==> src/verilog/organ_pkg.sv <==
`default_nettype none

package organ_pkg;

  // ============================
  // Widths
  // ============================
  localparam int COUNT_W    = 16;
  localparam int SEG_W      = 7;
  localparam int NUM_DIGITS = 6;
  localparam int SAMPLE_W   = 8;
  localparam int HALF_W     = 16;

  // ============================
  // Speed and timing constants
  // ============================
  // Sampling count with zero offset
  localparam int DEFAULT_COUNT = 12499;
  localparam int SPEED_STEP    = 100;
  // Keeps the count between 99 and 24899
  localparam int MAX_OFFSET    = 12400;

  // Ten repeat events per second at 50 MHz
  localparam int REPEAT_CYCLES_DEFAULT = 5_000_000;
  // Display refresh at 2 Hz
  localparam int HOLD_CYCLES_DEFAULT   = 25_000_000;

  localparam int SYNC_STAGES = 2;

  // ============================
  // Notes
  // ============================
  // Index is switches 3 to 1
  typedef enum logic [2:0] {
    NOTE_DO  = 3'd0,
    NOTE_RE  = 3'd1,
    NOTE_MI  = 3'd2,
    NOTE_FA  = 3'd3,
    NOTE_SO  = 3'd4,
    NOTE_LA  = 3'd5,
    NOTE_TI  = 3'd6,
    NOTE_DO2 = 3'd7
  } note_e;

  // Half period in 50 MHz cycles
  function automatic logic [HALF_W-1:0] note_half_period(note_e note);
    logic [HALF_W-1:0] half;
    case (note)
      NOTE_DO:  half = 16'd47801;
      NOTE_RE:  half = 16'd42589;
      NOTE_MI:  half = 16'd37936;
      NOTE_FA:  half = 16'd35816;
      NOTE_SO:  half = 16'd31888;
      NOTE_LA:  half = 16'd28409;
      NOTE_TI:  half = 16'd25303;
      NOTE_DO2: half = 16'd23900;
      default:  half = 16'd47801;
    endcase
    return half;
  endfunction

endpackage

`default_nettype wire

==> src/verilog/basic_organ.sv <==
`timescale 1ns/1ps
`default_nettype none

module basic_organ #(
  parameter int REPEAT_CYCLES = organ_pkg::REPEAT_CYCLES_DEFAULT,
  parameter int HOLD_CYCLES   = organ_pkg::HOLD_CYCLES_DEFAULT
) (
  input  wire logic                                               CLK_50M,
  input  wire logic                                               rst_n,
  input  wire logic [2:0]                                         key,
  input  wire logic [3:0]                                         sw,
  output logic [organ_pkg::NUM_DIGITS-1:0][organ_pkg::SEG_W-1:0]  hex_segments,
  output logic [organ_pkg::SAMPLE_W-1:0]                          audio_sample
);

  import organ_pkg::*;

  logic               up_step;
  logic               down_step;
  logic               clear;
  logic [COUNT_W-1:0] sample_count;

  // ============================
  // Input side
  // ============================
  key_input #(
    .REPEAT_CYCLES(REPEAT_CYCLES)
  ) u_key_input (
    .CLK_50M   (CLK_50M),
    .rst_n     (rst_n),
    .key       (key),
    .up_step   (up_step),
    .down_step (down_step),
    .clear     (clear)
  );

  // ============================
  // Processing
  // ============================
  speed_control u_speed_control (
    .CLK_50M      (CLK_50M),
    .rst_n        (rst_n),
    .up_step      (up_step),
    .down_step    (down_step),
    .clear        (clear),
    .sample_count (sample_count)
  );

  tone_generator u_tone_generator (
    .CLK_50M      (CLK_50M),
    .rst_n        (rst_n),
    .note_sw      (sw),
    .audio_sample (audio_sample)
  );

  // Output side
  hex_display #(
    .HOLD_CYCLES(HOLD_CYCLES)
  ) u_hex_display (
    .CLK_50M      (CLK_50M),
    .rst_n        (rst_n),
    .sample_count (sample_count),
    .hex_segments (hex_segments)
  );

endmodule

`default_nettype wire

==> src/verilog/hex_display.sv <==
`timescale 1ns/1ps
`default_nettype none

module hex_display #(
  parameter int HOLD_CYCLES = organ_pkg::HOLD_CYCLES_DEFAULT
) (
  input  wire logic                                                   CLK_50M,
  input  wire logic                                                   rst_n,
  input  wire logic [organ_pkg::COUNT_W-1:0]                          sample_count,
  output logic [organ_pkg::NUM_DIGITS-1:0][organ_pkg::SEG_W-1:0]      hex_segments
);

  import organ_pkg::*;

  localparam int CNT_W = $clog2(HOLD_CYCLES);

  logic [CNT_W-1:0]        refresh_cnt;
  logic                    refresh_wrap;
  logic [4*NUM_DIGITS-1:0] held_q;

  // Active low with bit 0 as segment a
  function automatic logic [SEG_W-1:0] seg_decode(logic [3:0] nibble);
    logic [SEG_W-1:0] seg;
    case (nibble)
      4'h0:    seg = 7'b1000000;
      4'h1:    seg = 7'b1111001;
      4'h2:    seg = 7'b0100100;
      4'h3:    seg = 7'b0110000;
      4'h4:    seg = 7'b0011001;
      4'h5:    seg = 7'b0010010;
      4'h6:    seg = 7'b0000010;
      4'h7:    seg = 7'b1111000;
      4'h8:    seg = 7'b0000000;
      4'h9:    seg = 7'b0010000;
      4'hA:    seg = 7'b0001000;
      4'hB:    seg = 7'b0000011;
      4'hC:    seg = 7'b1000110;
      4'hD:    seg = 7'b0100001;
      4'hE:    seg = 7'b0000110;
      default: seg = 7'b0001110;
    endcase
    return seg;
  endfunction

  // ============================
  // Refresh and hold
  // ============================
  assign refresh_wrap = (refresh_cnt == CNT_W'(HOLD_CYCLES - 1));

  always_ff @(posedge CLK_50M or negedge rst_n)
  begin
    if (!rst_n)
    begin
      refresh_cnt <= '0;
      held_q      <= '0;
    end
    else if (refresh_wrap)
    begin
      refresh_cnt <= '0;
      held_q      <= (4*NUM_DIGITS)'(sample_count);
    end
    else
    begin
      refresh_cnt <= refresh_cnt + 1'b1;
    end
  end

  // Digit 0 shows the lowest nibble
  for (genvar d = 0; d < NUM_DIGITS; d++)
  begin : g_digit
    assign hex_segments[d] = seg_decode(held_q[4*d +: 4]);
  end

endmodule

`default_nettype wire

==> src/verilog/key_input.sv <==
`timescale 1ns/1ps
`default_nettype none

module key_input #(
  parameter int REPEAT_CYCLES = organ_pkg::REPEAT_CYCLES_DEFAULT
) (
  input  wire logic       CLK_50M,
  input  wire logic       rst_n,
  // Active low up, down and clear keys from bit 0
  input  wire logic [2:0] key,
  output logic            up_step,
  output logic            down_step,
  output logic            clear
);

  import organ_pkg::*;

  localparam int CNT_W = $clog2(REPEAT_CYCLES);

  // Synchronized keys, active high
  logic [2:0]       sync_q [SYNC_STAGES];
  logic [2:0]       pressed;
  logic [CNT_W-1:0] repeat_cnt;
  logic             repeat_wrap;

  // ============================
  // Key synchronizer
  // ============================
  always_ff @(posedge CLK_50M or negedge rst_n)
  begin
    if (!rst_n)
    begin
      for (int i = 0; i < SYNC_STAGES; i++)
        sync_q[i] <= '0;
    end
    else
    begin
      sync_q[0] <= ~key;
      for (int i = 1; i < SYNC_STAGES; i++)
        sync_q[i] <= sync_q[i-1];
    end
  end

  assign pressed = sync_q[SYNC_STAGES-1];

  // ============================
  // Repeat rate limiter
  // ============================
  assign repeat_wrap = (repeat_cnt == CNT_W'(REPEAT_CYCLES - 1));

  always_ff @(posedge CLK_50M or negedge rst_n)
  begin
    if (!rst_n)
      repeat_cnt <= '0;
    else if (repeat_wrap)
      repeat_cnt <= '0;
    else
      repeat_cnt <= repeat_cnt + 1'b1;
  end

  // One pulse per wrap while held
  assign up_step   = repeat_wrap & pressed[0];
  assign down_step = repeat_wrap & pressed[1];
  assign clear     = pressed[2];

  // A held key must not look like a continuous step to speed_control
  a_up_single_pulse : assert property (
    @(posedge CLK_50M) disable iff (!rst_n)
    up_step |=> !up_step
  );

endmodule

`default_nettype wire

==> src/verilog/speed_control.sv <==
`timescale 1ns/1ps
`default_nettype none

module speed_control (
  input  wire logic                         CLK_50M,
  input  wire logic                         rst_n,
  input  wire logic                         up_step,
  input  wire logic                         down_step,
  input  wire logic                         clear,
  output logic [organ_pkg::COUNT_W-1:0]     sample_count
);

  import organ_pkg::*;

  typedef enum logic [1:0] {
    OP_HOLD,
    OP_CLEAR,
    OP_UP,
    OP_DOWN
  } speed_op_e;

  speed_op_e                  op;
  logic signed [COUNT_W-1:0]  offset_q;

  // Clear wins, then up with down cancels
  always_comb
  begin
    if (clear)
      op = OP_CLEAR;
    else if (up_step && down_step)
      op = OP_HOLD;
    else if (up_step)
      op = OP_UP;
    else if (down_step)
      op = OP_DOWN;
    else
      op = OP_HOLD;
  end

  // ============================
  // Saturating offset
  // ============================
  always_ff @(posedge CLK_50M or negedge rst_n)
  begin
    if (!rst_n)
      offset_q <= '0;
    else
    begin
      case (op)
        OP_CLEAR:
          offset_q <= '0;
        OP_UP:
          if (offset_q > MAX_OFFSET - SPEED_STEP)
            offset_q <= COUNT_W'(MAX_OFFSET);
          else
            offset_q <= offset_q + COUNT_W'(SPEED_STEP);
        OP_DOWN:
          if (offset_q < SPEED_STEP - MAX_OFFSET)
            offset_q <= COUNT_W'(-MAX_OFFSET);
          else
            offset_q <= offset_q - COUNT_W'(SPEED_STEP);
        default:
          offset_q <= offset_q;
      endcase
    end
  end

  // Count lags the offset by one cycle
  always_ff @(posedge CLK_50M or negedge rst_n)
  begin
    if (!rst_n)
      sample_count <= COUNT_W'(DEFAULT_COUNT);
    else
      sample_count <= COUNT_W'(DEFAULT_COUNT + int'(offset_q));
  end

  a_offset_bounded : assert property (
    @(posedge CLK_50M) disable iff (!rst_n)
    (offset_q <= MAX_OFFSET) && (offset_q >= -MAX_OFFSET)
  );

endmodule

`default_nettype wire

==> src/verilog/tone_generator.sv <==
`timescale 1ns/1ps
`default_nettype none

module tone_generator (
  input  wire logic                         CLK_50M,
  input  wire logic                         rst_n,
  // Bits 3 to 1 pick the note and bit 0 enables
  input  wire logic [3:0]                   note_sw,
  output logic [organ_pkg::SAMPLE_W-1:0]    audio_sample
);

  import organ_pkg::*;

  logic [3:0]         sw_q;
  logic               sw_change;
  note_e              note;
  logic               enable;
  logic [HALF_W-1:0]  half;
  logic [HALF_W-1:0]  div_cnt;
  logic               tone;

  // ============================
  // Switch decode
  // ============================
  always_ff @(posedge CLK_50M or negedge rst_n)
  begin
    if (!rst_n)
      sw_q <= '0;
    else
      sw_q <= note_sw;
  end

  assign sw_change = (note_sw != sw_q);
  assign note      = note_e'(sw_q[3:1]);
  assign enable    = sw_q[0];
  assign half      = note_half_period(note);

  // ============================
  // Square wave divider
  // ============================
  always_ff @(posedge CLK_50M or negedge rst_n)
  begin
    if (!rst_n)
    begin
      div_cnt <= '0;
      tone    <= 1'b0;
    end
    else if (sw_change || !enable)
    begin
      // Restart low on any switch change
      div_cnt <= '0;
      tone    <= 1'b0;
    end
    else if (div_cnt == half - HALF_W'(1))
    begin
      div_cnt <= '0;
      tone    <= ~tone;
    end
    else
    begin
      div_cnt <= div_cnt + 1'b1;
    end
  end

  // Signed sample is 0x80 low and 0x7F high
  assign audio_sample = {~tone, {(SAMPLE_W-1){tone}}};

  a_div_in_range : assert property (
    @(posedge CLK_50M) disable iff (!rst_n)
    div_cnt < half
  );

endmodule

`default_nettype wire
==> config.mk <==
export PLATFORM = sky130hd
export DESIGN_NAME = basic_organ
export DESIGN_NICKNAME = d
export VERILOG_FILES = /design/src/verilog/organ_pkg.sv /design/src/verilog/basic_organ.sv /design/src/verilog/hex_display.sv /design/src/verilog/key_input.sv /design/src/verilog/speed_control.sv /design/src/verilog/tone_generator.sv
export SDC_FILE = /design/constraint.sdc
export NUM_CORES = 1
export LEC_CHECK = 0
export BUFFER_PORTS_ARGS = -buffer_cell sky130_fd_sc_hd__buf_2
export CAP_MARGIN = 30
export CORE_AREA = 2 2 123 125
export CTS_BUF_LIST = sky130_fd_sc_hd__clkbuf_8
export DETAILED_ROUTE_END_ITERATION = 7
export DIE_AREA = 0 0 125 127
export PLACE_DENSITY = 0.69
export SETUP_SLACK_MARGIN = 0.3
export SLEW_MARGIN = 20
export SYNTH_ARGS = -nofsm -noshare
export SYNTH_HDL_FRONTEND = slang
export SYNTH_SLANG_ARGS = --single-unit
==> constraint.sdc <==
create_clock -name CLK_50M -period 2.6 [get_ports CLK_50M]
set_input_delay 0 -clock CLK_50M [delete_from_list [all_inputs] [get_ports CLK_50M]]
set_output_delay 0 -clock CLK_50M [all_outputs]
set_load 0.05 [all_outputs]
==> results.cfg, run 1 <==
[run_status]
status = finished, final reports clean

[global_route]
grt_pass1_wl_um = 24800
grt_pass1_vias = 5445
grt_use_met2 = 0.315
grtUsageMet3 = 0.0398
antenna_found_initial = 0
use_met1 = 0.238
track_usage = 0.189
grt_max_degree = 51
grt_overflow = 0
busiest_layer = met2

[setup_path]
cp.required_ps = 2930
critPathMaxStageDelay_ps = 380
critPathCaptureType = register
critPathArrivalTime_ps = 2800
slowest_stage = dfrtp_1
criticalPathCategory = register to register
cpMostUsedCell = xnor2_1
cp_max_fo = 8
crit_chain = buf_4 > ha_1 > nor2b_1 > xnor2_1 > xnor2_1 > nor4b_2 > nand4_2 > buf_6 > nand2_4 > nor2_1
cp-start-kind = register

[routing]
vias_per_cell = 5.50
wl_um = 14800
drc_errors = 0
detail_route.wl_per_cell_um = 14.6
dr_total_vias = 5588
dr.pass1.iters = 5
final_antenna_net_count = 0
drt_iter0_drc = 267

[placed_design]
io_buffers = 44
place.gp.congestion = 0.908
place_hpwl_um = 10100

[final_layout]
final_nets = 858
drive_above_1_share = 0.216
antennaDiodeCount = 0
syn_to_final_growth_pct = 16.2
num-fill-cells = 1233

[timing]
post-route-min-period_ps = 2470
slew_headroom = 0.299
rsz0062_at_grt = yes
finalHoldViolCount = 0
report.final.slew_viol_count = 0
final-setup-viol-count = 0
finalClockSkew_ps = 7.39
setup_tns_ps = 0
worst_pin_slew_ps = 1040
clock.fmax_ghz = 0.405
finalCritPeriodShare = 0.951
whs_ps = 107

[power]
p_leak_nw = 3.68
p_seq_frac = 0.490
ir_drop_uv = 258
p_int_mw = 2.90
power.density_nw_per_um2 = 457
p_total_mw = 3.78
power_frac_clock = 0.449
swShare = 0.234
combPwrFrac = 0.061
power.switching_uw = 884

[flow_run]
cap_violations = 0

[cts]
cts_buffers = 17
clock_sinks = 118
cts_tree = yes
clock_latency_ps = 450
clock-root-buffer = clkbuf_8
cts_htree_levels = 4
path_clk_slew_ps = 70
clockBufferDepth = 2

[synth]
async_reset_ff_frac = 1.00
synth_edf_count = 0
syn_area_per_cell_um2 = 9.42
netlist_area_um2 = 7130
synth_warnings = 0
synthTopCellsByCount = dfrtp_1, nor2_1, nand2_1, xnor2_1, xor2_1
postSynthCellCount = 757
yosys.area.top_type = dfrtp_1
ys_dominant_reg_cell = dfrtp_1
synth.most_common_cell = dfrtp_1
synth_top_area_share = 0.397
synth_area_leaders = dfrtp_1, xnor2_1, xor2_1
seq_area_frac_synth = 0.415
synthDistinctLibCells = 73
ys_ff_latch = 118

[floorplan]
io_pins = 59
core_um2 = 14400
start_util = 0.494
die_area_um2 = 15900
die_y_um = 127
die_x_um = 125
core.rowCount = 44

[hold_path]
hold_class = input port to asynchronous set/reset pin
-- repair_timing --
action / in CTS / in global routing
pin swaps: 11 / 8
endpoints found under the setup margin: 31 / 35
resized for setup: 15 / 32
buffers inserted: 6 / 10
hold endpoints to repair: 56 / 0
hold buffers: 8 / 0
gates cloned: 0 / 1
-- cell families after synthesis --
family | after synthesis | share of synthesized area
AND/OR/NAND/NOR | 299 | 0.214
flip-flops | 118 | 0.415
AO/OA/AOI/OAI | 112 | 0.0992
XOR/XNOR | 94 | 0.117
buffers and inverters | 80 | 0.0623
adder cells (fa/ha/maj) | 30 | 0.0527
multiplexers | 22 | 0.0381
other | 2 | 0.00105
-- registers in the layout, indices dropped and copies added (netlist names) --
name	count
u_tone_generator.sw_q	4
u_key_input.sync_q	3
u_key_input.repeat_cnt	23
u_speed_control.sample_count	14
u_hex_display.refresh_cnt	25
u_tone_generator.tone	1
u_tone_generator.div_cnt	16
u_key_input.pressed	3
u_hex_display.held_q	15
u_speed_control.offset_q	14
-- routing by layer --
metal	wire length [um]	vias to the layer above
li1	-	2685
met1	6410	2717
met2	7330	152
met3	751	34
met4	330	0
met5	0	-
-- worst paths after layout --
check | start | endpoint | slack (ps) | depth (start not counted)
worst max-delay path | u_tone_generator.sw_q[1]$_DFF_PN0_ | u_tone_generator.div_cnt[0]$_DFF_PN0_ | 130 | 10
worst min-delay path | rst_n | u_hex_display.refresh_cnt[8]$_DFF_PN0_ | 110 | 2
worst max register to register | u_tone_generator.sw_q[1]$_DFF_PN0_ | u_tone_generator.div_cnt[0]$_DFF_PN0_ | 130 | 10
worst min register to register | u_key_input.sync_q[3]$_DFF_PN0_ | u_key_input.pressed[0]$_DFF_PN0_ | 350 | 0
max in group asynchronous | rst_n | u_tone_generator.sw_q[2]$_DFF_PN0_ | 1690 | 3
min in group CLK_50M | sw[0] | u_tone_generator.sw_q[0]$_DFF_PN0_ | 210 | 2
-- cells in the final DEF, fill, tap and decap left out, types with 4 or more instances in the layout --
cell           count
a21oi_1           23
a22o_1             5
and2_1             7
and3_1             8
buf_2             41
buf_4             30
clkbuf_8          19
clkinv_2           4
conb_1            14
dfrtp_1          111
dfstp_2            5
dlygate4sd3_1      8
ha_1              26
inv_1             28
mux2_2             8
mux2i_1           10
nand2_1           61
nand2b_1           9
nand3_1           32
nand4_1           18
nor2_1            76
nor2_2             6
nor2b_1           17
nor3_1            13
nor3b_1            4
nor4b_2            4
o211ai_1           5
o21ai_0           32
o21ai_1            7
o22ai_1            4
or3_1              4
xnor2_1           46
xor2_1            45
-- through the flow --
stage	instance area (um^2)	utilization	setup WS [ps]	cells
2_1_floorplan	7290	-	70.1	769
3_3_place_gp	7500	0.520	107	959
3_5_place_dp	7500	0.520	-29.1	959
4_1_cts	8090	0.561	185	1005
5_1_grt	8290	0.574	-81.2	1016
6_report	8290	0.574	128	1016
-- critical path, delay by kind of cell, from the launching register on --
kind                     cells  cell delay, ps
buffers and inverters        2             320
XOR/XNOR                     2             330
flip-flops                   1             380
adder cells (fa/ha/maj)      1             290
AND/OR/NAND/NOR              5            1010
-- final cells by class --
type                       instances  area [um^2]  area share
multi-input combinational        572         4020       0.485
tap                              184          230      0.0278
clock buffer                      19          262      0.0316
clock inverter                    13          141      0.0171
sequential                       118         2960       0.357
timing repair buffer              84          572      0.0690
inverter                          26          100      0.0121
-- power by group through the flow --
stage	combinational (mW)	sequential (mW)	clock (mW)
finish	0.231	1.85	1.70
global route	0.254	1.85	1.83
CTS	0.227	1.85	1.75
detailed placement	0.206	1.89	0
global placement	0.201	1.89	0
floorplan	0.162	1.88	0
No activity file was read; power rests on OpenSTA's default activity.
==> run 2: changes to the inputs <==
- CORE_AREA: 2 2 123 125 -> 2 2 128 130
- DIE_AREA: 0 0 125 127 -> 0 0 130 132
- SYNTH_HIERARCHICAL: default -> 1
==> results.cfg, run 2 <==
[timing]
finalClockSkew_ps = 8.51
finalHoldViolCount = 0
worst_pin_slew_ps = 644
report.final.slew_viol_count = 0
final-setup-viol-count = 0
post-route-min-period_ps = 2560
finalCritPeriodShare = 0.987
slew_headroom = 0.567
clock.fmax_ghz = 0.390
rsz0062_at_grt = yes

[run_status]
status = finished, final reports clean

[setup_path]
r2r-end = u_tone_generator/tone$_DFFE_PN0P_
rr_worst_depth = 10
cp-start-kind = register
critPathCaptureType = register
regToRegStartpoint = u_tone_generator/sw_q[2]$_DFF_PN0_
cp_max_fo = 5
ff2ff_setup_slack_ps = 40
criticalPathCategory = register to register
critPathArrivalTime_ps = 2900
cp.required_ps = 2940

[power]
p_leak_nw = 4.12
power.density_nw_per_um2 = 429
power.switching_uw = 944
swShare = 0.238
power_frac_clock = 0.460
combPwrFrac = 0.069
p_int_mw = 3.03
ir_drop_uv = 363
p_seq_frac = 0.471

[synth]
seq_area_frac_synth = 0.386
ys_ff_latch = 119
netlist_area_um2 = 7720
synth_warnings = 6
ys_dominant_reg_cell = dfrtp_1
synthTopCellsByCount = dfrtp_1, nor2_1, nand2_1, xnor2_1, ha_1
syn_area_per_cell_um2 = 9.53
async_reset_ff_frac = 1.00
synth.most_common_cell = dfrtp_1
synthDistinctLibCells = 85
synth_area_leaders = dfrtp_1, ha_1, xnor2_1
synth_top_area_share = 0.369
yosys.area.top_type = dfrtp_1
synth_edf_count = 0
postSynthCellCount = 810

[hold_path]
hold_class = input port to asynchronous set/reset pin

[cts]
path_clk_slew_ps = 70
cts_buffers = 17
clockBufferDepth = 2
clock_sinks = 119
clock-root-buffer = clkbuf_8
clock_latency_ps = 450
cts_tree = yes
cts_htree_levels = 4

[floorplan]
core.rowCount = 46
die_x_um = 130
io_pins = 59
die_y_um = 132
core_um2 = 15700
die_area_um2 = 17200
start_util = 0.491

[placed_design]
io_buffers = 44
place_hpwl_um = 10400
place.gp.congestion = 0.890
dp_cells = 1074

[routing]
drc_errors = 0
dr.pass1.iters = 7
dr_total_vias = 6150
drt_iter0_drc = 299
vias_per_cell = 5.47
detail_route.wl_per_cell_um = 14.1
final_antenna_net_count = 0
wl_um = 15800

[global_route]
grt_pass1_vias = 5698
track_usage = 0.190
grt_max_degree = 120
antenna_found_initial = 0
grt_overflow = 0
grt_pass1_wl_um = 26600

[final_layout]
mostFrequentLayoutCells = dfrtp_1, nor2_1, buf_4
layout.cells.non_filler = 1124
layout_commonest_cell = dfrtp_1
drive_above_1_share = 0.273
largest-register = u_hex_display/refresh_cnt
postLayoutCoreUtil = 0.589
seq_area_um2 = 2980
final_nets = 941
multi_input_area_um2 = 4560
antennaDiodeCount = 0
syn_to_final_growth_pct = 19.9
layout_top_registers = u_hex_display/refresh_cnt: 25 flops, u_key_input/repeat_cnt: 23 flops
largest_reg_flops = 25
num-fill-cells = 1330

[flow_run]
cap_violations = 0
[run 2: worst max-delay path, cell delays in order, from the launching register on]
cell	delay [ps]
dfrtp_1	420
inv_2	80
ha_4	270
a21oi_2	50
ha_2	200
nor4bb_4	150
a311o_1	290
a21boi_1	160
o22ai_2	110
nor4_4	390
mux2_4	330
[run 2: cell families after synthesis]
group                      after synthesis  synth area share
and+or+nand+nor                        309             0.223
AOI/OAI and AO/OA                      126             0.110
DFF                                    119             0.386
other                                    3           0.00146
adders and majority gates               37            0.0600
xor gates and xnor gates                75            0.0851
muxes                                   39            0.0651
buffers and inverters                  102            0.0687
[run 2: repair_timing]
action / in CTS / in global routing
pin swaps: 19 / 11
gates cloned: 0 / 0
endpoints found under the setup margin: 31 / 32
buffers inserted: 8 / 2
hold buffers: 8 / 0
endpoints found under the hold margin: 121 / 0
gates resized for setup: 26 / 29
[run 2: power by group through the flow]
stage	clock [mW]	sequential (mW)	combinational [mW]
2_1_floorplan	0	1.90	0.193
3_3_place_gp	0	1.91	0.255
3_5_place_dp	0	1.91	0.256
4_1_cts	1.89	1.87	0.270
5_1_grt	1.97	1.87	0.300
6_report	1.83	1.87	0.273
[run 2: final cells by class]
type / count / area share
multi-input cells: 602 / 0.492
flip-flops and latches: 119 / 0.322
repair buffers: 118 / 0.0928
clock buffers: 22 / 0.0327
well taps: 216 / 0.0292
inverters: 37 / 0.0158
clock inverters: 10 / 0.0153
[run 2: routing by layer]
metal | up-vias | global-route usage | wire length, um
li1 | 3021 | - | -
met5 | - | 0 | 0
met3 | 21 | 0.0402 | 725
met1 | 2953 | 0.253 | 7060
met2 | 155 | 0.308 | 7780
met4 | 0 | 0.0609 | 236
[run 2: metrics by stage]
stage	power (mW)	setup TNS, ps	hold slack (ps)	worst slack [ps]	cell area [um^2]
after global routing	4.14	-1020	202	-84.2	9260
final	3.97	0	155	35.1	9260
after detailed placement	2.16	-125	128	-40.8	8410
after CTS	4.03	0	169	74.5	9120
after global placement	2.16	-64.1	129	-37.7	8410
after floorplan	2.10	-865	-296	-114	7900
[run 2: how the worst max path moves through the flow]
stage | start | to | slack (ps) | cells after the start
after floorplan | u_tone_generator/sw_q[1]$_DFF_PN0_ | u_tone_generator/tone$_DFFE_PN0P_ | -110 | 12
after CTS | u_tone_generator/sw_q[2]$_DFF_PN0_ | u_tone_generator/tone$_DFFE_PN0P_ | 70 | 10
after detailed placement | u_key_input/repeat_cnt[13]$_DFF_PN0_ | u_speed_control/offset_q[8]$_DFFE_PN0P_ | -40 | 13
after global routing | u_tone_generator/sw_q[2]$_DFF_PN0_ | u_tone_generator/tone$_DFFE_PN0P_ | -80 | 10
final | u_tone_generator/sw_q[2]$_DFF_PN0_ | u_tone_generator/tone$_DFFE_PN0P_ | 40 | 10
after global placement | u_key_input/repeat_cnt[13]$_DFF_PN0_ | u_speed_control/offset_q[15]$_DFFE_PN0P_ | -40 | 10
